<file path="src/verilog/dma_cfg.svh">
`ifndef DMA_CFG_SVH
`define DMA_CFG_SVH

`define DMA_LINE_W        64
`define DMA_HADDR_W       32
`define DMA_LADDR_W       16
`define DMA_CNT_W         16

`define DMA_WINDOW        8     // Host reads in flight per window
`define DMA_TAG_W         3
`define DMA_RDQ_DEPTH     16
`define DMA_ARB_DEPTH     8

`define DMA_MMIO_AW       16
`define DMA_REG_HOST_ADDR 16'h0010
`define DMA_REG_LMEM_ADDR 16'h0012
`define DMA_REG_SIZE      16'h0014
`define DMA_REG_CMD       16'h0016
`define DMA_REG_STATUS    16'h0018

`endif
</file>
<file path="src/verilog/dma_pkg.sv">
`default_nettype none

`include "dma_cfg.svh"

package dma_pkg;

  typedef enum logic [1:0] {
    IDLE    = 2'd0,
    TO_LMEM = 2'd1,
    TO_HOST = 2'd2
  } dma_state_e;

  typedef enum logic [2:0] {
    CMD_NONE    = 3'd0,
    CMD_TO_LMEM = 3'd1,   // Host to local memory
    CMD_TO_HOST = 3'd2    // Local memory to host
  } dma_cmd_e;

  typedef struct packed {
    logic [`DMA_HADDR_W-1:0] host_addr;
    logic [`DMA_LADDR_W-1:0] lmem_addr;
    logic [`DMA_CNT_W-1:0]   count;
  } copy_cmd_t;

  typedef struct packed {
    logic                    rw;    // 1 = write
    logic [`DMA_LADDR_W-1:0] addr;
    logic [`DMA_LINE_W-1:0]  data;
  } lmem_req_t;

  typedef struct packed {
    logic                   valid;
    logic [`DMA_LINE_W-1:0] data;
  } lmem_rsp_t;

endpackage

`default_nettype wire

</file>
<file path="src/verilog/host_if_pkg.sv">
`default_nettype none

`include "dma_cfg.svh"

package host_if_pkg;

  typedef struct packed {
    logic                    wr_valid;
    logic                    rd_valid;
    logic [`DMA_MMIO_AW-1:0] addr;
    logic [63:0]             data;
  } mmio_req_t;

  typedef struct packed {
    logic        valid;
    logic [63:0] data;
  } mmio_rsp_t;

  typedef struct packed {
    logic [`DMA_HADDR_W-1:0] addr;
    logic [`DMA_TAG_W-1:0]   tag;
  } host_rd_req_t;

  // Reply tag echoes the request tag
  typedef struct packed {
    logic                   valid;
    logic [`DMA_TAG_W-1:0]  tag;
    logic [`DMA_LINE_W-1:0] data;
  } host_rd_rsp_t;

  typedef struct packed {
    logic [`DMA_HADDR_W-1:0] addr;
    logic [`DMA_LINE_W-1:0]  data;
  } host_wr_req_t;

endpackage

`default_nettype wire

</file>
<file path="src/verilog/dma_afu_top.sv">
`default_nettype none

module dma_afu_top (
  input  logic                      clk,
  input  logic                      reset,
  input  host_if_pkg::mmio_req_t    mmio_req,
  output host_if_pkg::mmio_rsp_t    mmio_rsp,
  output logic                      host_rd_req_valid,
  output host_if_pkg::host_rd_req_t host_rd_req,
  input  logic                      host_rd_req_ready,
  input  host_if_pkg::host_rd_rsp_t host_rd_rsp,
  output logic                      host_wr_req_valid,
  output host_if_pkg::host_wr_req_t host_wr_req,
  input  logic                      host_wr_req_ready,
  input  logic                      host_wr_ack,
  output logic                      lmem_req_valid,
  output dma_pkg::lmem_req_t        lmem_req,
  input  logic                      lmem_req_ready,
  input  dma_pkg::lmem_rsp_t        lmem_rsp
);

  dma_pkg::copy_cmd_t cmd;
  logic               to_lmem_start;
  logic               to_host_start;
  logic               to_lmem_done;
  logic               to_host_done;
  logic               h2l_req_valid;
  logic               h2l_req_ready;
  dma_pkg::lmem_req_t h2l_req;
  logic               l2h_req_valid;
  logic               l2h_req_ready;
  dma_pkg::lmem_req_t l2h_req;
  dma_pkg::lmem_rsp_t l2h_rsp;
  logic               l2h_rsp_ready;

  dma_cmd_ctrl u_ctrl (
    .clk           (clk),
    .reset         (reset),
    .mmio_req      (mmio_req),
    .mmio_rsp      (mmio_rsp),
    .to_lmem_start (to_lmem_start),
    .to_host_start (to_host_start),
    .cmd           (cmd),
    .to_lmem_done  (to_lmem_done),
    .to_host_done  (to_host_done)
  );

  host_to_lmem_copy u_h2l (
    .clk               (clk),
    .reset             (reset),
    .start             (to_lmem_start),
    .cmd               (cmd),
    .done              (to_lmem_done),
    .host_rd_req_valid (host_rd_req_valid),
    .host_rd_req       (host_rd_req),
    .host_rd_req_ready (host_rd_req_ready),
    .host_rd_rsp       (host_rd_rsp),
    .lmem_req_valid    (h2l_req_valid),
    .lmem_req          (h2l_req),
    .lmem_req_ready    (h2l_req_ready)
  );

  lmem_to_host_copy u_l2h (
    .clk               (clk),
    .reset             (reset),
    .start             (to_host_start),
    .cmd               (cmd),
    .done              (to_host_done),
    .lmem_req_valid    (l2h_req_valid),
    .lmem_req          (l2h_req),
    .lmem_req_ready    (l2h_req_ready),
    .lmem_rsp          (l2h_rsp),
    .lmem_rsp_ready    (l2h_rsp_ready),
    .host_wr_req_valid (host_wr_req_valid),
    .host_wr_req       (host_wr_req),
    .host_wr_req_ready (host_wr_req_ready),
    .host_wr_ack       (host_wr_ack)
  );

  // h2l only writes, so its response port stays open
  lmem_arbiter u_arb (
    .clk            (clk),
    .reset          (reset),
    .h2l_req_valid  (h2l_req_valid),
    .h2l_req_ready  (h2l_req_ready),
    .h2l_req        (h2l_req),
    .h2l_rsp        (),
    .h2l_rsp_ready  (1'b1),
    .l2h_req_valid  (l2h_req_valid),
    .l2h_req_ready  (l2h_req_ready),
    .l2h_req        (l2h_req),
    .l2h_rsp        (l2h_rsp),
    .l2h_rsp_ready  (l2h_rsp_ready),
    .lmem_req_valid (lmem_req_valid),
    .lmem_req       (lmem_req),
    .lmem_req_ready (lmem_req_ready),
    .lmem_rsp       (lmem_rsp)
  );

endmodule

`default_nettype wire

</file>
<file path="src/verilog/lmem_arbiter.sv">
`default_nettype none

`include "dma_cfg.svh"

module lmem_arbiter (
  input  logic               clk,
  input  logic               reset,
  input  logic               h2l_req_valid,
  output logic               h2l_req_ready,
  input  dma_pkg::lmem_req_t h2l_req,
  output dma_pkg::lmem_rsp_t h2l_rsp,
  input  logic               h2l_rsp_ready,
  input  logic               l2h_req_valid,
  output logic               l2h_req_ready,
  input  dma_pkg::lmem_req_t l2h_req,
  output dma_pkg::lmem_rsp_t l2h_rsp,
  input  logic               l2h_rsp_ready,
  output logic               lmem_req_valid,
  output dma_pkg::lmem_req_t lmem_req,
  input  logic               lmem_req_ready,
  input  dma_pkg::lmem_rsp_t lmem_rsp
);

  localparam int PW = $clog2(`DMA_ARB_DEPTH);

  logic                   src_fifo [`DMA_ARB_DEPTH];   // 1 = l2h
  logic [PW:0]            wr_ptr;
  logic [PW:0]            rd_ptr;
  logic                   fifo_full;
  logic                   grant_l2h;
  logic                   push;
  logic                   rsp_valid_q;
  logic                   rsp_src_q;
  logic [`DMA_LINE_W-1:0] rsp_data_q;
  logic                   rsp_taken;

  // h2l has priority
  assign grant_l2h      = !h2l_req_valid;
  assign lmem_req_valid = h2l_req_valid || l2h_req_valid;
  assign lmem_req       = grant_l2h ? l2h_req : h2l_req;
  assign h2l_req_ready  = lmem_req_ready;
  assign l2h_req_ready  = lmem_req_ready && grant_l2h;

  assign push      = lmem_req_valid && lmem_req_ready && !lmem_req.rw;
  assign fifo_full = (wr_ptr[PW] != rd_ptr[PW]) && (wr_ptr[PW-1:0] == rd_ptr[PW-1:0]);
  assign rsp_taken = rsp_src_q ? l2h_rsp_ready : h2l_rsp_ready;

  always_ff @(posedge clk) begin
    if (reset) begin
      wr_ptr      <= '0;
      rd_ptr      <= '0;
      rsp_valid_q <= 1'b0;
      rsp_src_q   <= 1'b0;
    end else begin
      if (push) wr_ptr <= wr_ptr + 1'b1;
      if (lmem_rsp.valid) begin
        rd_ptr      <= rd_ptr + 1'b1;
        rsp_valid_q <= 1'b1;
        rsp_src_q   <= src_fifo[rd_ptr[PW-1:0]];
      end else if (rsp_taken) begin
        rsp_valid_q <= 1'b0;
      end
    end
  end

  always_ff @(posedge clk) begin
    if (push) src_fifo[wr_ptr[PW-1:0]] <= grant_l2h;
    if (lmem_rsp.valid) rsp_data_q <= lmem_rsp.data;
  end

  // Response held until the source takes it
  assign h2l_rsp = '{valid: rsp_valid_q && !rsp_src_q, data: rsp_data_q};
  assign l2h_rsp = '{valid: rsp_valid_q && rsp_src_q, data: rsp_data_q};

  a_fifo_no_overflow: assert property (@(posedge clk) disable iff (reset)
    push |-> !fifo_full);
  a_rsp_no_overwrite: assert property (@(posedge clk) disable iff (reset)
    lmem_rsp.valid |-> !rsp_valid_q || rsp_taken);

endmodule

`default_nettype wire

</file>
<file path="src/verilog/lmem_to_host_copy.sv">
`default_nettype none

`include "dma_cfg.svh"

module lmem_to_host_copy (
  input  logic                      clk,
  input  logic                      reset,
  input  logic                      start,
  input  dma_pkg::copy_cmd_t        cmd,
  output logic                      done,
  output logic                      lmem_req_valid,
  output dma_pkg::lmem_req_t        lmem_req,
  input  logic                      lmem_req_ready,
  input  dma_pkg::lmem_rsp_t        lmem_rsp,
  output logic                      lmem_rsp_ready,
  output logic                      host_wr_req_valid,
  output host_if_pkg::host_wr_req_t host_wr_req,
  input  logic                      host_wr_req_ready,
  input  logic                      host_wr_ack
);

  logic                    active;
  logic                    rd_busy;    // One local read in flight
  logic [`DMA_LADDR_W-1:0] rd_addr;
  logic [`DMA_HADDR_W-1:0] wr_addr;
  logic [`DMA_CNT_W-1:0]   rd_left;
  logic [`DMA_CNT_W-1:0]   wr_left;
  logic [`DMA_CNT_W-1:0]   ack_pend;
  logic                    rd_fire;
  logic                    wr_fire;

  assign rd_fire = lmem_req_valid && lmem_req_ready;
  assign wr_fire = host_wr_req_valid && host_wr_req_ready;

  assign lmem_req_valid = active && (rd_left != '0) && !rd_busy;
  assign lmem_req       = '{rw: 1'b0, addr: rd_addr, data: '0};

  // Read data goes straight out as the host write
  assign host_wr_req_valid = lmem_rsp.valid;
  assign host_wr_req       = '{addr: wr_addr, data: lmem_rsp.data};
  assign lmem_rsp_ready    = host_wr_req_ready;

  assign done = active && (wr_left == '0) && (ack_pend == '0);

  always_ff @(posedge clk) begin
    if (reset) begin
      active   <= 1'b0;
      rd_busy  <= 1'b0;
      rd_left  <= '0;
      wr_left  <= '0;
      ack_pend <= '0;
    end else begin
      if (start) begin
        active  <= 1'b1;
        rd_left <= cmd.count;
        wr_left <= cmd.count;
      end else if (done) begin
        active <= 1'b0;
      end
      if (rd_fire) begin
        rd_busy <= 1'b1;
        rd_left <= rd_left - 1'b1;
      end
      if (wr_fire) begin
        rd_busy <= 1'b0;
        wr_left <= wr_left - 1'b1;
      end
      ack_pend <= ack_pend + `DMA_CNT_W'(wr_fire) - `DMA_CNT_W'(host_wr_ack);
    end
  end

  always_ff @(posedge clk) begin
    if (start) begin
      rd_addr <= cmd.lmem_addr;
      wr_addr <= cmd.host_addr;
    end else begin
      if (rd_fire) rd_addr <= rd_addr + 1'b1;
      if (wr_fire) wr_addr <= wr_addr + 1'b1;
    end
  end

  a_ack_after_write: assert property (@(posedge clk) disable iff (reset)
    host_wr_ack |-> ack_pend != '0);

endmodule

`default_nettype wire

</file>
<file path="src/verilog/host_to_lmem_copy.sv">
`default_nettype none

`include "dma_cfg.svh"

module host_to_lmem_copy (
  input  logic                      clk,
  input  logic                      reset,
  input  logic                      start,
  input  dma_pkg::copy_cmd_t        cmd,
  output logic                      done,
  output logic                      host_rd_req_valid,
  output host_if_pkg::host_rd_req_t host_rd_req,
  input  logic                      host_rd_req_ready,
  input  host_if_pkg::host_rd_rsp_t host_rd_rsp,
  output logic                      lmem_req_valid,
  output dma_pkg::lmem_req_t        lmem_req,
  input  logic                      lmem_req_ready
);

  localparam int QW = $clog2(`DMA_RDQ_DEPTH);

  typedef struct packed {
    logic [`DMA_TAG_W-1:0]  tag;
    logic [`DMA_LINE_W-1:0] data;
  } rdq_entry_t;

  logic                    active;
  logic [`DMA_HADDR_W-1:0] host_base;
  logic [`DMA_LADDR_W-1:0] lmem_base;
  logic [`DMA_CNT_W-1:0]   count_q;
  logic [`DMA_CNT_W-1:0]   req_cnt;
  logic [`DMA_CNT_W-1:0]   rsp_cnt;
  logic [`DMA_CNT_W-1:0]   wr_cnt;
  logic [`DMA_WINDOW-1:0]  tag_seen;
  rdq_entry_t              rdq_mem [`DMA_RDQ_DEPTH];
  rdq_entry_t              rdq_head;
  logic [QW:0]             rdq_wr_ptr;
  logic [QW:0]             rdq_rd_ptr;
  logic                    window_open;
  logic                    queue_room;
  logic                    rd_fire;
  logic                    rsp_fire;
  logic                    wr_fire;

  assign rd_fire  = host_rd_req_valid && host_rd_req_ready;
  assign rsp_fire = active && host_rd_rsp.valid;
  assign wr_fire  = lmem_req_valid && lmem_req_ready;

  // Hold at a window boundary until every earlier reply is in
  assign window_open = (req_cnt[`DMA_TAG_W-1:0] != '0) || (rsp_cnt == req_cnt);
  assign queue_room  = (req_cnt - wr_cnt) < `DMA_CNT_W'(`DMA_RDQ_DEPTH);

  assign host_rd_req_valid = active && (req_cnt != count_q) && window_open && queue_room;
  assign host_rd_req = '{addr: host_base + `DMA_HADDR_W'(req_cnt),
                         tag:  req_cnt[`DMA_TAG_W-1:0]};

  assign rdq_head       = rdq_mem[rdq_rd_ptr[QW-1:0]];
  assign lmem_req_valid = (rdq_wr_ptr != rdq_rd_ptr);
  // Replies drain window by window, so the write count gives the window base
  assign lmem_req = '{rw:   1'b1,
                      addr: lmem_base
                            + `DMA_LADDR_W'({wr_cnt[`DMA_CNT_W-1:`DMA_TAG_W], {`DMA_TAG_W{1'b0}}})
                            + `DMA_LADDR_W'(rdq_head.tag),
                      data: rdq_head.data};

  assign done = active && (wr_cnt == count_q);

  always_ff @(posedge clk) begin
    if (reset) begin
      active     <= 1'b0;
      req_cnt    <= '0;
      rsp_cnt    <= '0;
      wr_cnt     <= '0;
      rdq_wr_ptr <= '0;
      rdq_rd_ptr <= '0;
    end else if (start) begin
      active  <= 1'b1;
      req_cnt <= '0;
      rsp_cnt <= '0;
      wr_cnt  <= '0;
    end else begin
      if (done) active <= 1'b0;
      if (rd_fire) req_cnt <= req_cnt + 1'b1;
      if (rsp_fire) begin
        rsp_cnt    <= rsp_cnt + 1'b1;
        rdq_wr_ptr <= rdq_wr_ptr + 1'b1;
      end
      if (wr_fire) begin
        wr_cnt     <= wr_cnt + 1'b1;
        rdq_rd_ptr <= rdq_rd_ptr + 1'b1;
      end
    end
  end

  always_ff @(posedge clk) begin
    if (start) begin
      host_base <= cmd.host_addr;
      lmem_base <= cmd.lmem_addr;
      count_q   <= cmd.count;
    end
    if (rsp_fire) begin
      rdq_mem[rdq_wr_ptr[QW-1:0]] <= '{tag: host_rd_rsp.tag, data: host_rd_rsp.data};
      if (rsp_cnt[`DMA_TAG_W-1:0] == '0) begin
        tag_seen <= `DMA_WINDOW'(1) << host_rd_rsp.tag;   // First reply of window
      end else begin
        tag_seen[host_rd_rsp.tag] <= 1'b1;
      end
    end
  end

  a_tag_once: assert property (@(posedge clk) disable iff (reset)
    rsp_fire && (rsp_cnt[`DMA_TAG_W-1:0] != '0) |-> !tag_seen[host_rd_rsp.tag]);

endmodule

`default_nettype wire

</file>
<file path="src/verilog/dma_cmd_ctrl.sv">
`default_nettype none

`include "dma_cfg.svh"

module dma_cmd_ctrl (
  input  logic                   clk,
  input  logic                   reset,
  input  host_if_pkg::mmio_req_t mmio_req,
  output host_if_pkg::mmio_rsp_t mmio_rsp,
  output logic                   to_lmem_start,
  output logic                   to_host_start,
  output dma_pkg::copy_cmd_t     cmd,
  input  logic                   to_lmem_done,
  input  logic                   to_host_done
);

  logic [`DMA_HADDR_W-1:0] host_addr_q;
  logic [`DMA_LADDR_W-1:0] lmem_addr_q;
  logic [`DMA_CNT_W-1:0]   size_q;
  dma_pkg::dma_state_e     state;
  dma_pkg::dma_cmd_e       cmd_code;
  logic                    cmd_wr;
  logic                    rsp_valid;
  logic [63:0]             rsp_data;

  assign cmd_wr   = mmio_req.wr_valid && (mmio_req.addr == `DMA_REG_CMD);
  assign cmd_code = dma_pkg::dma_cmd_e'(mmio_req.data[2:0]);

  // Commands only take effect when idle
  assign to_lmem_start = cmd_wr && (state == dma_pkg::IDLE) && (cmd_code == dma_pkg::CMD_TO_LMEM);
  assign to_host_start = cmd_wr && (state == dma_pkg::IDLE) && (cmd_code == dma_pkg::CMD_TO_HOST);

  assign cmd = '{host_addr: host_addr_q, lmem_addr: lmem_addr_q, count: size_q};

  always_ff @(posedge clk) begin
    if (mmio_req.wr_valid) begin
      case (mmio_req.addr)
        `DMA_REG_HOST_ADDR: host_addr_q <= mmio_req.data[`DMA_HADDR_W-1:0];
        `DMA_REG_LMEM_ADDR: lmem_addr_q <= mmio_req.data[`DMA_LADDR_W-1:0];
        `DMA_REG_SIZE:      size_q      <= mmio_req.data[`DMA_CNT_W-1:0];
        default: ;
      endcase
    end
  end

  always_ff @(posedge clk) begin
    if (reset) begin
      state <= dma_pkg::IDLE;
    end else begin
      case (state)
        dma_pkg::IDLE: begin
          if (to_lmem_start) begin
            state <= dma_pkg::TO_LMEM;
          end else if (to_host_start) begin
            state <= dma_pkg::TO_HOST;
          end
        end
        dma_pkg::TO_LMEM: if (to_lmem_done) state <= dma_pkg::IDLE;
        dma_pkg::TO_HOST: if (to_host_done) state <= dma_pkg::IDLE;
        default: state <= dma_pkg::IDLE;
      endcase
    end
  end

  always_ff @(posedge clk) begin
    if (reset) begin
      rsp_valid <= 1'b0;
    end else begin
      rsp_valid <= mmio_req.rd_valid;
    end
  end

  always_ff @(posedge clk) begin
    if (mmio_req.rd_valid) begin
      rsp_data <= (mmio_req.addr == `DMA_REG_STATUS) ? 64'(state) : 64'h0;
    end
  end

  assign mmio_rsp = '{valid: rsp_valid, data: rsp_data};

  // Engines finish only the copy they were started for
  a_lmem_done_busy: assert property (@(posedge clk) disable iff (reset)
    to_lmem_done |-> state == dma_pkg::TO_LMEM);
  a_host_done_busy: assert property (@(posedge clk) disable iff (reset)
    to_host_done |-> state == dma_pkg::TO_HOST);

endmodule

`default_nettype wire

</file>
<file path="config.mk">
export PLATFORM = sky130hd
export DESIGN_NAME = dma_afu_top
export DESIGN_NICKNAME = d
export VERILOG_FILES = /design/src/verilog/dma_pkg.sv /design/src/verilog/host_if_pkg.sv /design/src/verilog/dma_afu_top.sv /design/src/verilog/lmem_arbiter.sv /design/src/verilog/lmem_to_host_copy.sv /design/src/verilog/host_to_lmem_copy.sv /design/src/verilog/dma_cmd_ctrl.sv
export VERILOG_INCLUDE_DIRS = /design/src /design/src/verilog
export SDC_FILE = /design/constraint.sdc
export NUM_CORES = 1
export LEC_CHECK = 0
export ABC_CLOCK_PERIOD_IN_PS = 6950
export BUFFER_PORTS_ARGS = -buffer_cell sky130_fd_sc_hd__buf_2
export CELL_PAD_IN_SITES_DETAIL_PLACEMENT = 0
export CELL_PAD_IN_SITES_GLOBAL_PLACEMENT = 1
export CORE_ASPECT_RATIO = 0.8
export CORE_MARGIN = 2
export CORE_UTILIZATION = 40
export DETAILED_ROUTE_END_ITERATION = 10
export PLACE_DENSITY = 0.68
export SLEW_MARGIN = 30
export SYNTH_ARGS = -nofsm -noshare
export SYNTH_HDL_FRONTEND = slang
export SYNTH_HIERARCHICAL = 1
export SYNTH_SLANG_ARGS = --single-unit
</file>
<file path="constraint.sdc">
create_clock -name clk -period 6.95 [get_ports clk]
set_input_delay 1.0425 -clock clk [delete_from_list [all_inputs] [get_ports clk]]
set_output_delay 1.0425 -clock clk [all_outputs]
set_load 0.005 [all_outputs]
</file>
==> out/qor.yml <==
outcome: "complete, no violations"
nNetsFinal: 4246
tightest_slew_ns: 1.03
p_per_area_mw_per_mm2: 261
die_h_um: 356
clock_path_buffers: 3
final_layout_size_suffix_gt1_share_pct: 28.5
overflow: 0
clkLatencyLatePin_ns: 0.79
cpMostUsedCell: "mux4_2"
leakage_uw: 0.0228
viasPerCell: 5.38
layout_commonest_cell: "edfxtp_1"
postLayoutCellArea_mm2: 0.0697
grt_pass1_wl_mm: 218
seqPwrFrac_pct: 52.8
min_from: "lmem_rsp[7]"
firstDrtPassIters: 5
pwr-share-clk_pct: 42.1
path_clk_slew_ns: 0.07
setup_violations: 0
drt_iter0_drc: 3100
grt_max_degree: 135
cp.required_ns: 5.91
first_global_vias: 32100
place_congestion: 0.802
netlist_area_mm2: 0.0618
max_freq_mhz: 155
final_antenna_net_count: 0
synthCells: 3604
wl_met2_mm: 70.8
met3_length_mm: 9.04
path_cells: "mux4_2, mux4_2, ha_1, nor2b_1, o21a_1, o21ai_0, a2111oi_0, o31ai_1, o21bai_1, a21oi_1, xnor2_1, mux2_2, buf_2"
netSwitchingPower_uw: 3950
syn_area_per_cell_um2: 17.1
port_buffers: 406
fillCellCount: 13200
crit_fanout: 31
met1_length_mm: 65.9
fin_util_pct: 45.6
rsz0062_at_grt: "no"
dp.cells: 5804
postCtsSetupBuffers: 0
end_kind: "primary output"
multi_input_comb_area_mm2: 0.0174
numCtsBuffers: 146
seqCellArea_mm2: 0.0422
pin_count: 501
post-place-ws_ns: 1.30
grt_antenna_before_repair: 35
internal_power_uw: 14200
timing.final.ws_setup_ns: 0.487
swShare_pct: 21.8
wl_per_cell_um: 24.4
yosysWarnings: 6
htreeDepth: 4
drt-total-wl_mm: 149
min_path_type: "in -> reg"
cts_tree: "done"
slew_headroom_pct: 31.3
start_kind: "flop"
worst_path_largest_cell_delay_ns: 0.80
ctsHoldBuffers: 0
rows: 128
die_area_mm2: 0.158
syn_to_final_growth_pct: 12.7
grt_usage_pct: 18.7
cts_sinks: 1446
mostFrequentLayoutCells: "1,322 x edfxtp_1, 408 x buf_2, 336 x mux4_2"
period_share_pct: 93.0
final_hold_viol_count: 0
fin_tns_setup_ns: 0
irDropWorstVdd_uv: 218
arrival_ns: 5.42
cts_resized: 0
clock-root-buffer: "clkbuf_16"
dieWidth_um: 443
period_minus_slack_ns: 6.46
drc: 0
fin_cells: 6078
vias: 32700
timing.rr.start: "u_h2l/rdq_wr_ptr[3]"
worstSetupPathType: "reg -> out"
core-area_mm2: 0.153
dp_hpwl_mm: 87.1
slowest_stage: "a2111oi_0"
start_util_pct: 40.4
skew_ns: 0.0307
place_area_mm2: 0.0650
slew_viol_final: 0
comb_power_share_pct: 5.1
cap_violations: 0
topRoutingLayerUsed: "met5"
## through the flow
step / total power, µW / hold WS, ns
2_1_floorplan: 10500 / 0.420
3_3_place_gp: 10700 / 0.432
3_5_place_dp: 10700 / 0.434
4_1_cts: 18400 / 0.346
5_1_grt: 18800 / 0.365
6_report: 18200 / 0.422
## worst paths after layout
path | to | slack, ns | cells after the start
min | u_arb/rsp_data_q[7] | 0.42 | 1
max | lmem_req[78] | 0.49 | 13
max reg2reg | u_l2h/rd_left[8] | 2.81 | 9
min reg2reg | u_h2l/lmem_base[13] | 0.44 | 0
## cell type report
class                           count  area share (%)
Inverter                           85           0.458
Tap cell                         2015            3.62
Multi-Input combinational cell   1793            24.9
Sequential cell                  1446            60.6
Clock inverter                     84            1.11
Timing Repair Buffer              466            3.73
Clock buffer                      182            5.54
Antenna cell                        7          0.0251
## metal layers
| layer | track usage (%) | vias up |
|---|---|---|
| met3 | 3.68 | 231 |
| li1 | - | 14500 |
| met4 | 4.37 | 22 |
| met2 | 29.6 | 991 |
| met1 | 26.7 | 16900 |
| met5 | 0 | - |
## sequential cells by signal, indices dropped and copies added, names as in the netlist, 32 cells and up, named ones only
| register | count |
|---|---|
| u_h2l/rdq_mem | 1072 |
| u_h2l/host_base | 32 |
| u_ctrl/host_addr_q | 32 |
| u_arb/rsp_data_q | 64 |
| u_l2h/wr_addr | 32 |
## power by group through the flow
stage                     clock, µW  combinational [µW]  sequential [µW]
final                          7650                 917             9590
after global routing           8200                1030             9590
after CTS                      7850                 919             9590
after detailed placement          0                 915             9770
after global placement            0                 906             9770
after floorplan                   0                 697             9770
## critical path: cells and delay by family, from the launching register on
| family | cells | cell delay [ns] |
|---|---|---|
| XOR/XNOR | 1 | 0.13 |
| AO/OA/AOI/OAI | 6 | 1.64 |
| multiplexers | 3 | 1.42 |
| flip-flops | 1 | 0.78 |
| AND/OR/NAND/NOR | 1 | 0.15 |
| adder cells (fa/ha/maj) | 1 | 0.37 |
| buffers and inverters | 1 | 0.14 |
Power figures use the tool's default switching activity.
